### src/hdl/ddcPkg.sv
package ddcPkg;

    localparam logic [11:0] ddcCenterFreqAddr = 12'h000;
    localparam logic [11:0] ddcControlAddr    = 12'h004;

    // One register data word, seen as a tuning word or as control bits
    typedef union packed {
        logic [31:0] freq;
        struct packed {
            logic [29:0] reserved;
            logic        bypassHb;
            logic        bypassCic;
        } ctrl;
    } ddcRegWord;

    // First quadrant of the sine, 16384 * sin(k * 90 / 16 degrees)
    localparam logic signed [15:0] ncoQuarterTable [17] = '{
        16'sd0,     16'sd1606,  16'sd3196,  16'sd4756,
        16'sd6270,  16'sd7723,  16'sd9102,  16'sd10394,
        16'sd11585, 16'sd12665, 16'sd13623, 16'sd14449,
        16'sd15137, 16'sd15679, 16'sd16069, 16'sd16305,
        16'sd16384
    };

    localparam int ncoAmpShift = 14; // Table amplitude is 2**14

    // Halfband taps sum to 32
    localparam logic signed [5:0] hbCoef [7] = '{
        -6'sd1, 6'sd0, 6'sd9, 6'sd16, 6'sd9, 6'sd0, -6'sd1
    };

    localparam int hbShift = 5;

endpackage

### src/hdl/ddcRegs.sv
module ddcRegs import ddcPkg::*; (
    input  logic        clk,
    input  logic        rst,
    input  logic [11:0] addr,
    input  logic [31:0] wrData,
    input  logic [3:0]  byteEn,
    input  logic        wr,
    output logic [31:0] rdData,
    output logic [31:0] centerFreq,
    output logic        bypassCic,
    output logic        bypassHb
);

    ddcRegWord wrWord;
    ddcRegWord rdWord;

    assign wrWord = wrData;

    always_ff @(posedge clk) begin
        if (rst) begin
            centerFreq <= '0;
            bypassCic  <= 1'b0;
            bypassHb   <= 1'b0;
        end else if (wr) begin
            if (addr == ddcCenterFreqAddr) begin
                for (int b = 0; b < 4; b++) begin
                    if (byteEn[b]) begin
                        centerFreq[8*b +: 8] <= wrWord.freq[8*b +: 8];
                    end
                end
            end else if (addr == ddcControlAddr && byteEn[0]) begin
                bypassCic <= wrWord.ctrl.bypassCic; // Only byte 0 is mapped
                bypassHb  <= wrWord.ctrl.bypassHb;
            end
        end
    end

    always_comb begin
        rdWord = '0;
        case (addr)
            ddcCenterFreqAddr: rdWord.freq = centerFreq;
            ddcControlAddr: begin
                rdWord.ctrl.bypassHb  = bypassHb;
                rdWord.ctrl.bypassCic = bypassCic;
            end
            default: ;
        endcase
    end

    assign rdData = rdWord;

endmodule

### src/hdl/ddcNcoMixer.sv
module ddcNcoMixer import ddcPkg::*; #(
    parameter int dataWidth = 16
) (
    input  logic                        clk,
    input  logic                        rst,
    input  logic [31:0]                 centerFreq,
    input  logic                        inValid,
    output logic                        inReady,
    input  logic signed [dataWidth-1:0] inData,
    output logic                        mixValid,
    input  logic                        mixReady,
    output logic signed [dataWidth-1:0] mixI,
    output logic signed [dataWidth-1:0] mixQ
);

    localparam int prodWidth = dataWidth + 16;

    logic [31:0]                 phase;
    logic [4:0]                  fineIdx;
    logic [4:0]                  mirIdx;
    logic signed [15:0]          sinMag;
    logic signed [15:0]          cosMag;
    logic signed [15:0]          sinVal;
    logic signed [15:0]          cosVal;
    logic signed [prodWidth-1:0] prodI;
    logic signed [prodWidth-1:0] prodQ;
    logic                        accept;

    assign inReady = !mixValid || mixReady;
    assign accept  = inValid && inReady;

    // Phase bits 31:30 pick the quadrant, 29:26 the table step
    assign fineIdx = {1'b0, phase[29:26]};
    assign mirIdx  = 5'd16 - fineIdx;

    // Odd quadrants run the table backwards, cosine is the mirrored sine
    assign sinMag = phase[30] ? ncoQuarterTable[mirIdx] : ncoQuarterTable[fineIdx];
    assign cosMag = phase[30] ? ncoQuarterTable[fineIdx] : ncoQuarterTable[mirIdx];
    assign sinVal = phase[31] ? -sinMag : sinMag; // Negative in quadrants 2 and 3
    assign cosVal = (phase[31] ^ phase[30]) ? -cosMag : cosMag;

    assign prodI = prodWidth'(inData) * prodWidth'(cosVal);
    assign prodQ = -(prodWidth'(inData) * prodWidth'(sinVal));

    always_ff @(posedge clk) begin
        if (rst) begin
            phase <= '0;
        end else if (accept) begin
            phase <= phase + centerFreq;
        end
    end

    always_ff @(posedge clk) begin
        if (rst) begin
            mixValid <= 1'b0;
        end else if (accept) begin
            mixValid <= 1'b1;
        end else if (mixReady) begin
            mixValid <= 1'b0;
        end
    end

    always_ff @(posedge clk) begin
        if (accept) begin
            mixI <= dataWidth'(prodI >>> ncoAmpShift);
            mixQ <= dataWidth'(prodQ >>> ncoAmpShift);
        end
    end

endmodule

### src/hdl/ddcCic.sv
module ddcCic #(
    parameter int dataWidth = 16,
    parameter int cicRate   = 4,
    parameter int cicStages = 3
) (
    input  logic                        clk,
    input  logic                        rst,
    input  logic                        bypass,
    input  logic                        mixValid,
    output logic                        mixReady,
    input  logic signed [dataWidth-1:0] mixI,
    input  logic signed [dataWidth-1:0] mixQ,
    output logic                        cicValid,
    input  logic                        cicReady,
    output logic signed [dataWidth-1:0] cicI,
    output logic signed [dataWidth-1:0] cicQ
);

    localparam int rateBits  = $clog2(cicRate);
    localparam int gainShift = cicStages * rateBits; // DC gain is cicRate**cicStages
    localparam int accWidth  = dataWidth + gainShift;

    logic signed [accWidth-1:0] integI [cicStages];
    logic signed [accWidth-1:0] integQ [cicStages];
    logic signed [accWidth-1:0] integNextI [cicStages];
    logic signed [accWidth-1:0] integNextQ [cicStages];
    logic signed [accWidth-1:0] combDlyI [cicStages];
    logic signed [accWidth-1:0] combDlyQ [cicStages];
    logic signed [accWidth-1:0] combOutI [cicStages];
    logic signed [accWidth-1:0] combOutQ [cicStages];
    logic [rateBits-1:0]        decCount;
    logic                       accept;
    logic                       groupDone;

    assign mixReady  = !cicValid || cicReady;
    assign accept    = mixValid && mixReady;
    assign groupDone = decCount == rateBits'(cicRate - 1);

    always_comb begin
        integNextI[0] = integI[0] + accWidth'(mixI);
        integNextQ[0] = integQ[0] + accWidth'(mixQ);
        for (int s = 1; s < cicStages; s++) begin
            integNextI[s] = integI[s] + integNextI[s-1];
            integNextQ[s] = integQ[s] + integNextQ[s-1];
        end
        combOutI[0] = integNextI[cicStages-1] - combDlyI[0]; // Combs see the decimated stream
        combOutQ[0] = integNextQ[cicStages-1] - combDlyQ[0];
        for (int s = 1; s < cicStages; s++) begin
            combOutI[s] = combOutI[s-1] - combDlyI[s];
            combOutQ[s] = combOutQ[s-1] - combDlyQ[s];
        end
    end

    always_ff @(posedge clk) begin
        if (rst || bypass) begin
            decCount <= '0;
            for (int s = 0; s < cicStages; s++) begin
                integI[s]   <= '0;
                integQ[s]   <= '0;
                combDlyI[s] <= '0;
                combDlyQ[s] <= '0;
            end
        end else if (accept) begin
            decCount <= decCount + 1'b1; // Wraps at cicRate
            integI   <= integNextI;
            integQ   <= integNextQ;
            if (groupDone) begin
                combDlyI[0] <= integNextI[cicStages-1];
                combDlyQ[0] <= integNextQ[cicStages-1];
                for (int s = 1; s < cicStages; s++) begin
                    combDlyI[s] <= combOutI[s-1];
                    combDlyQ[s] <= combOutQ[s-1];
                end
            end
        end
    end

    always_ff @(posedge clk) begin
        if (rst) begin
            cicValid <= 1'b0;
        end else if (accept && (bypass || groupDone)) begin
            cicValid <= 1'b1;
        end else if (cicReady) begin
            cicValid <= 1'b0;
        end
    end

    always_ff @(posedge clk) begin
        if (accept && bypass) begin
            cicI <= mixI;
            cicQ <= mixQ;
        end else if (accept && groupDone) begin
            cicI <= dataWidth'(combOutI[cicStages-1] >>> gainShift);
            cicQ <= dataWidth'(combOutQ[cicStages-1] >>> gainShift);
        end
    end

endmodule

### src/hdl/ddcHalfband.sv
module ddcHalfband import ddcPkg::*; #(
    parameter int dataWidth = 16
) (
    input  logic                        clk,
    input  logic                        rst,
    input  logic                        bypass,
    input  logic                        cicValid,
    output logic                        cicReady,
    input  logic signed [dataWidth-1:0] cicI,
    input  logic signed [dataWidth-1:0] cicQ,
    output logic                        outValid,
    input  logic                        outReady,
    output logic signed [dataWidth-1:0] outI,
    output logic signed [dataWidth-1:0] outQ
);

    localparam int hbTaps   = 7;
    localparam int sumWidth = dataWidth + 7;

    logic signed [dataWidth-1:0] dlyI [hbTaps-1];
    logic signed [dataWidth-1:0] dlyQ [hbTaps-1];
    logic signed [dataWidth-1:0] winI [hbTaps];
    logic signed [dataWidth-1:0] winQ [hbTaps];
    logic signed [sumWidth-1:0]  sumI;
    logic signed [sumWidth-1:0]  sumQ;
    logic                        phase;
    logic                        accept;

    assign cicReady = !outValid || outReady;
    assign accept   = cicValid && cicReady;

    always_comb begin
        winI[0] = cicI; // Newest sample joins the window directly
        winQ[0] = cicQ;
        for (int k = 1; k < hbTaps; k++) begin
            winI[k] = dlyI[k-1];
            winQ[k] = dlyQ[k-1];
        end
        sumI = '0;
        sumQ = '0;
        for (int k = 0; k < hbTaps; k++) begin
            if (hbCoef[k] != 0) begin
                sumI = sumI + sumWidth'(winI[k]) * sumWidth'(hbCoef[k]);
                sumQ = sumQ + sumWidth'(winQ[k]) * sumWidth'(hbCoef[k]);
            end
        end
    end

    always_ff @(posedge clk) begin
        if (rst || bypass) begin
            phase <= 1'b0;
            for (int k = 0; k < hbTaps - 1; k++) begin
                dlyI[k] <= '0;
                dlyQ[k] <= '0;
            end
        end else if (accept) begin
            phase   <= !phase;
            dlyI[0] <= cicI;
            dlyQ[0] <= cicQ;
            for (int k = 1; k < hbTaps - 1; k++) begin
                dlyI[k] <= dlyI[k-1];
                dlyQ[k] <= dlyQ[k-1];
            end
        end
    end

    always_ff @(posedge clk) begin
        if (rst) begin
            outValid <= 1'b0;
        end else if (accept && (bypass || phase)) begin
            outValid <= 1'b1;
        end else if (outReady) begin
            outValid <= 1'b0;
        end
    end

    always_ff @(posedge clk) begin
        if (accept && bypass) begin
            outI <= cicI;
            outQ <= cicQ;
        end else if (accept && phase) begin
            outI <= dataWidth'(sumI >>> hbShift); // Every second sample
            outQ <= dataWidth'(sumQ >>> hbShift);
        end
    end

endmodule

### src/hdl/ddcTop.sv
module ddcTop #(
    parameter int dataWidth = 16,
    parameter int cicRate   = 4,
    parameter int cicStages = 3
) (
    input  logic                        clk,
    input  logic                        rst,
    input  logic [11:0]                 addr,
    input  logic [31:0]                 wrData,
    input  logic [3:0]                  byteEn,
    input  logic                        wr,
    output logic [31:0]                 rdData,
    input  logic                        inValid,
    output logic                        inReady,
    input  logic signed [dataWidth-1:0] inData,
    output logic                        outValid,
    input  logic                        outReady,
    output logic signed [dataWidth-1:0] outI,
    output logic signed [dataWidth-1:0] outQ
);

    logic [31:0]                 centerFreq;
    logic                        bypassCic;
    logic                        bypassHb;
    logic                        mixValid;
    logic                        mixReady;
    logic signed [dataWidth-1:0] mixI;
    logic signed [dataWidth-1:0] mixQ;
    logic                        cicValid;
    logic                        cicReady;
    logic signed [dataWidth-1:0] cicI;
    logic signed [dataWidth-1:0] cicQ;

    ddcRegs ddcRegs_inst (.*);

    ddcNcoMixer #(
        .dataWidth(dataWidth)
    ) ddcNcoMixer_inst (.*);

    ddcCic #(
        .dataWidth(dataWidth),
        .cicRate  (cicRate),
        .cicStages(cicStages)
    ) ddcCic_inst (
        .bypass(bypassCic),
        .*
    );

    ddcHalfband #(
        .dataWidth(dataWidth)
    ) ddcHalfband_inst (
        .bypass(bypassHb),
        .*
    );

endmodule

### config.mk
export PLATFORM = sky130hd
export DESIGN_NAME = ddcTop
export DESIGN_NICKNAME = d
export VERILOG_FILES = /design/src/hdl/ddcPkg.sv /design/src/hdl/ddcRegs.sv /design/src/hdl/ddcNcoMixer.sv /design/src/hdl/ddcCic.sv /design/src/hdl/ddcHalfband.sv /design/src/hdl/ddcTop.sv
export SDC_FILE = /design/constraint.sdc
export NUM_CORES = 2
export LEC_CHECK = 0
export ABC_AREA = 1
export BUFFER_PORTS_ARGS = -buffer_cell sky130_fd_sc_hd__buf_2
export CORE_ASPECT_RATIO = 1.1
export CORE_MARGIN = 2
export CORE_UTILIZATION = 33
export CTS_BUF_LIST = sky130_fd_sc_hd__clkbuf_4
export DETAILED_ROUTE_END_ITERATION = 10
export HOLD_SLACK_MARGIN = 0.03
export REMOVE_ABC_BUFFERS = 1
export SLEW_MARGIN = 10
export SYNTH_ARGS = -nofsm -noshare
export SYNTH_HDL_FRONTEND = slang
export SYNTH_SLANG_ARGS = --single-unit
### constraint.sdc
create_clock -name clk -period 10.7 [get_ports clk]
set_input_delay 0.535 -clock clk [delete_from_list [all_inputs] [get_ports clk]]
set_output_delay 0.535 -clock clk [all_outputs]
set_load 0.03 [all_outputs]
==> impl_metrics.env <==
export IMPL_status="complete, no violations"
export IMPL_final_common_cell="inv_1"
export IMPL_final_hold_viol_count=0
export IMPL_timing_critical_path_slowest_cell_delay_ns=0.43
export IMPL_cts_root_buffer="clkbuf_4"
export IMPL_tightest_slew_ns=1.07
export IMPL_hold_path_endpoint="ddcRegs_inst.centerFreq[1]"
export IMPL_clock_skew_ns=0.113
export IMPL_critPathMaxFanout=6
export IMPL_cpLargestDelayFamily="compound AO/OA/AOI/OAI gates"
export IMPL_relSlewSlack_pct=28.9
export IMPL_start_util_pct=33.3
export IMPL_r2r_slack_ns=1.49
export IMPL_ys_ff_latch=624
export IMPL_timing_rr_end="ddcCic_inst.cicI[15]"
export IMPL_core_um2=195000
export IMPL_cp_num_buf_inv=4
export IMPL_syn_inst=7905
export IMPL_gpl_final_weighted_congestion=0.914
export IMPL_cp_slowest_cell="ha_1"
export IMPL_clock_fmax_mhz=109
export IMPL_post_route_util_pct=36.8
export IMPL_synth_cell_type_count=66
export IMPL_period_minus_slack_ns=9.21
export IMPL_setup_viol=0
export IMPL_cts_tree="yes"
export IMPL_synth_edf_count=420
export IMPL_vias=52200
export IMPL_gr_total_overflow=0
export IMPL_grt_usage_pct=17.5
export IMPL_post_cts_buffers=0
export IMPL_path_class="reg -> reg"
export IMPL_first_global_vias=54500
export IMPL_yosys_most_used_dff="edfxtp_1"
export IMPL_h_tree_depth=4
export IMPL_hold_depth=4
export IMPL_worstSetupStartpointType="register"
export IMPL_clock_latency_ns=1.23
export IMPL_crit_path_end_kind="register"
export IMPL_numCtsBuffers=185
export IMPL_r2r_start="ddcNcoMixer_inst.mixI[2]"
export IMPL_fp_dieH_um=470
export IMPL_nFillCells=20000
export IMPL_clkSinkCount=624
export IMPL_seq_area_frac_synth_pct=25.6
export IMPL_floorplan_die_width_um=427
export IMPL_rsz0062_at_grt="no"
export IMPL_nets=9548
export IMPL_num_rows=170
export IMPL_critical_path_depth=43
export IMPL_dieArea_um2=201000
export IMPL_cpMostUsedCell="nand2_1"
export IMPL_max_cap_violations=0
export IMPL_syn_area_um2=65100
export IMPL_grt_pass1_wl_um=283000
export IMPL_hp_class="in -> reg"
export IMPL_ant_nets=0
export IMPL_drv_slew=0
export IMPL_required_ns=11.64
export IMPL_port_buffers=134
export IMPL_drt_pass1_iterations=6
export IMPL_grt_max_degree=171
export IMPL_cts_buffer_depth=3
export IMPL_tns_ns=0
export IMPL_dp_hpwl_um=133000
export IMPL_arrival_ns=10.15
export IMPL_drc=0
export IMPL_ioPinCount=135
export IMPL_yosysWarnings=0
export IMPL_drive_gt1_share_pct=6.88
export IMPL_async_reset_ff_share_pct=0
export IMPL_syn_area_per_cell_um2=8.23
export IMPL_totalWireLength_um=173000
export IMPL_viasPerCell=4.78
export IMPL_mostFrequentLayoutCells="inv_1 (1749), nand2_1 (1147), nor2_1 (980), fa_1 (659), ha_1 (653)"
export IMPL_antenna_found_initial=6
export IMPL_drtIter0Drc=3144
export IMPL_post_route_period_util_pct=86.0
export IMPL_syn2layout_area_growth_pct=10.5
export IMPL_reg2regPathDepth=43
export IMPL_path_clk_slew_ns=0.07
export IMPL_hp_start="wrData[1]"
export IMPL_wl_per_cell_um=15.9
[worst min-delay path, cell delays in order]
cell and delay, ns:
dlygate4sd3_1 0.53, buf_2 0.11, o21ai_0 0.08, a21oi_1 0.11
[final cells by class]
type                       instances  area (um^2)  share of cell area [%]
clock inverter                    77          389                   0.541
inverter                        1785         6710                    9.32
sequential                       624        16700                    23.2
antenna                            8         20.0                  0.0278
tap                             2580         3230                    4.49
multi-input combinational       5301        41000                    56.9
clock buffer                     262         1970                    2.73
timing repair buffer             270         1980                    2.75
[cells in the mapped netlist, types with 10 or more instances]
library cell / number / area (um^2)
a21boi_0: 23 / 173
a21oi_1: 474 / 2370
nand3_1: 204 / 1020
nor2_2: 15 / 93.8
o21ai_1: 39 / 195
o31ai_1: 15 / 113
nand2_1: 1153 / 4330
fa_1: 659 / 13200
or2_2: 14 / 87.6
o21bai_1: 28 / 210
edfxtp_1: 420 / 12600
nand2_2: 14 / 87.6
nand4_1: 43 / 269
dfxtp_1: 204 / 4080
clkbuf_1: 160 / 601
o21a_1: 16 / 120
nor3b_1: 12 / 90.1
inv_2: 25 / 93.8
a21o_1: 35 / 263
ha_1: 653 / 8170
buf_2: 17 / 85.1
o21ai_0: 358 / 1790
a31oi_1: 23 / 144
nor4_1: 11 / 68.8
xnor2_1: 96 / 841
o21ai_2: 11 / 96.3
xor2_1: 217 / 1900
inv_1: 1749 / 6570
a211oi_1: 14 / 105
nor3_1: 65 / 325
clkinv_1: 10 / 37.5
o211ai_1: 50 / 375
nor2_1: 983 / 3690
[worst max path at each step]
| stage | endpoint | start |
|---|---|---|
| after detailed placement | ddcNcoMixer_inst.mixQ[14] | ddcNcoMixer_inst.phase[26] |
| final | ddcCic_inst.cicI[15] | ddcNcoMixer_inst.mixI[2] |
| after global placement | ddcCic_inst.cicI[15] | ddcNcoMixer_inst.mixI[2] |
| after CTS | ddcCic_inst.cicI[15] | ddcNcoMixer_inst.mixI[2] |
| after floorplan | ddcCic_inst.combDlyI[0][0] | outReady |
| after global routing | ddcCic_inst.cicI[15] | ddcNcoMixer_inst.mixI[0] |
[sequential cells by signal, indices dropped and copies added (netlist names)]
register	count
ddcHalfband_inst.dlyQ	96
ddcNcoMixer_inst.phase	32
ddcHalfband_inst.dlyI	96
ddcHalfband_inst.outValid	1
ddcRegs_inst.bypassCic	1
ddcNcoMixer_inst.mixValid	1
ddcHalfband_inst.outI	16
ddcRegs_inst.bypassHb	1
ddcCic_inst.cicI	16
ddcCic_inst.integI	66
ddcRegs_inst.centerFreq	32
ddcCic_inst.decCount	2
ddcCic_inst.cicValid	1
ddcHalfband_inst.phase	1
ddcCic_inst.combDlyI	66
ddcCic_inst.integQ	66
ddcHalfband_inst.outQ	16
ddcCic_inst.cicQ	16
ddcCic_inst.combDlyQ	66
ddcNcoMixer_inst.mixI	16
ddcNcoMixer_inst.mixQ	16
[per-stage QoR]
| step | cells | instance area [um^2] | hold WS (ns) | worst slack (ns) |
|---|---|---|---|---|
| final | 10900 | 72000 | 0.259 | 1.49 |
| after global placement | 10400 | 68500 | 0.445 | 1.59 |
| after detailed placement | 10400 | 68500 | 0.467 | 1.55 |
| after CTS | 10900 | 71900 | 0.0889 | 1.56 |
| after global routing | 10900 | 72000 | 0.173 | 0.563 |
| after floorplan | 7710 | 64300 | 0.433 | 1.76 |
[layer usage]
metal	vias to the layer above	routed length, um	GRT usage (%)
met5	-	37	0
met4	6	4610	5.42
met3	308	9890	3.14
met2	1358	84400	30.3
met1	25100	74200	21.8
li1	25400	-	-
[cells by family (layout without fill, tap and decap cells)]
group	after synthesis	in the layout	share of synthesized area (%)
and+or+nand+nor	2544	2544	15.9
buffers and inverters	1980	2394	11.5
adders and majority gates	1312	1312	32.8
AOI/OAI and AO/OA	1123	1123	9.65
DFF	624	624	25.6
xor gates and xnor gates	321	321	4.43
muxes	1	1	0.0346
other	0	8	0
[timing repair]
action | 4_1_cts | 5_1_grt
hold buffers | 111 | 0
hold endpoints to repair | 62 | 0
resized for setup | 0 | 0
Power is not shown: default switching activity piles up to over one toggle a cycle in this logic, so the estimate is an artifact.
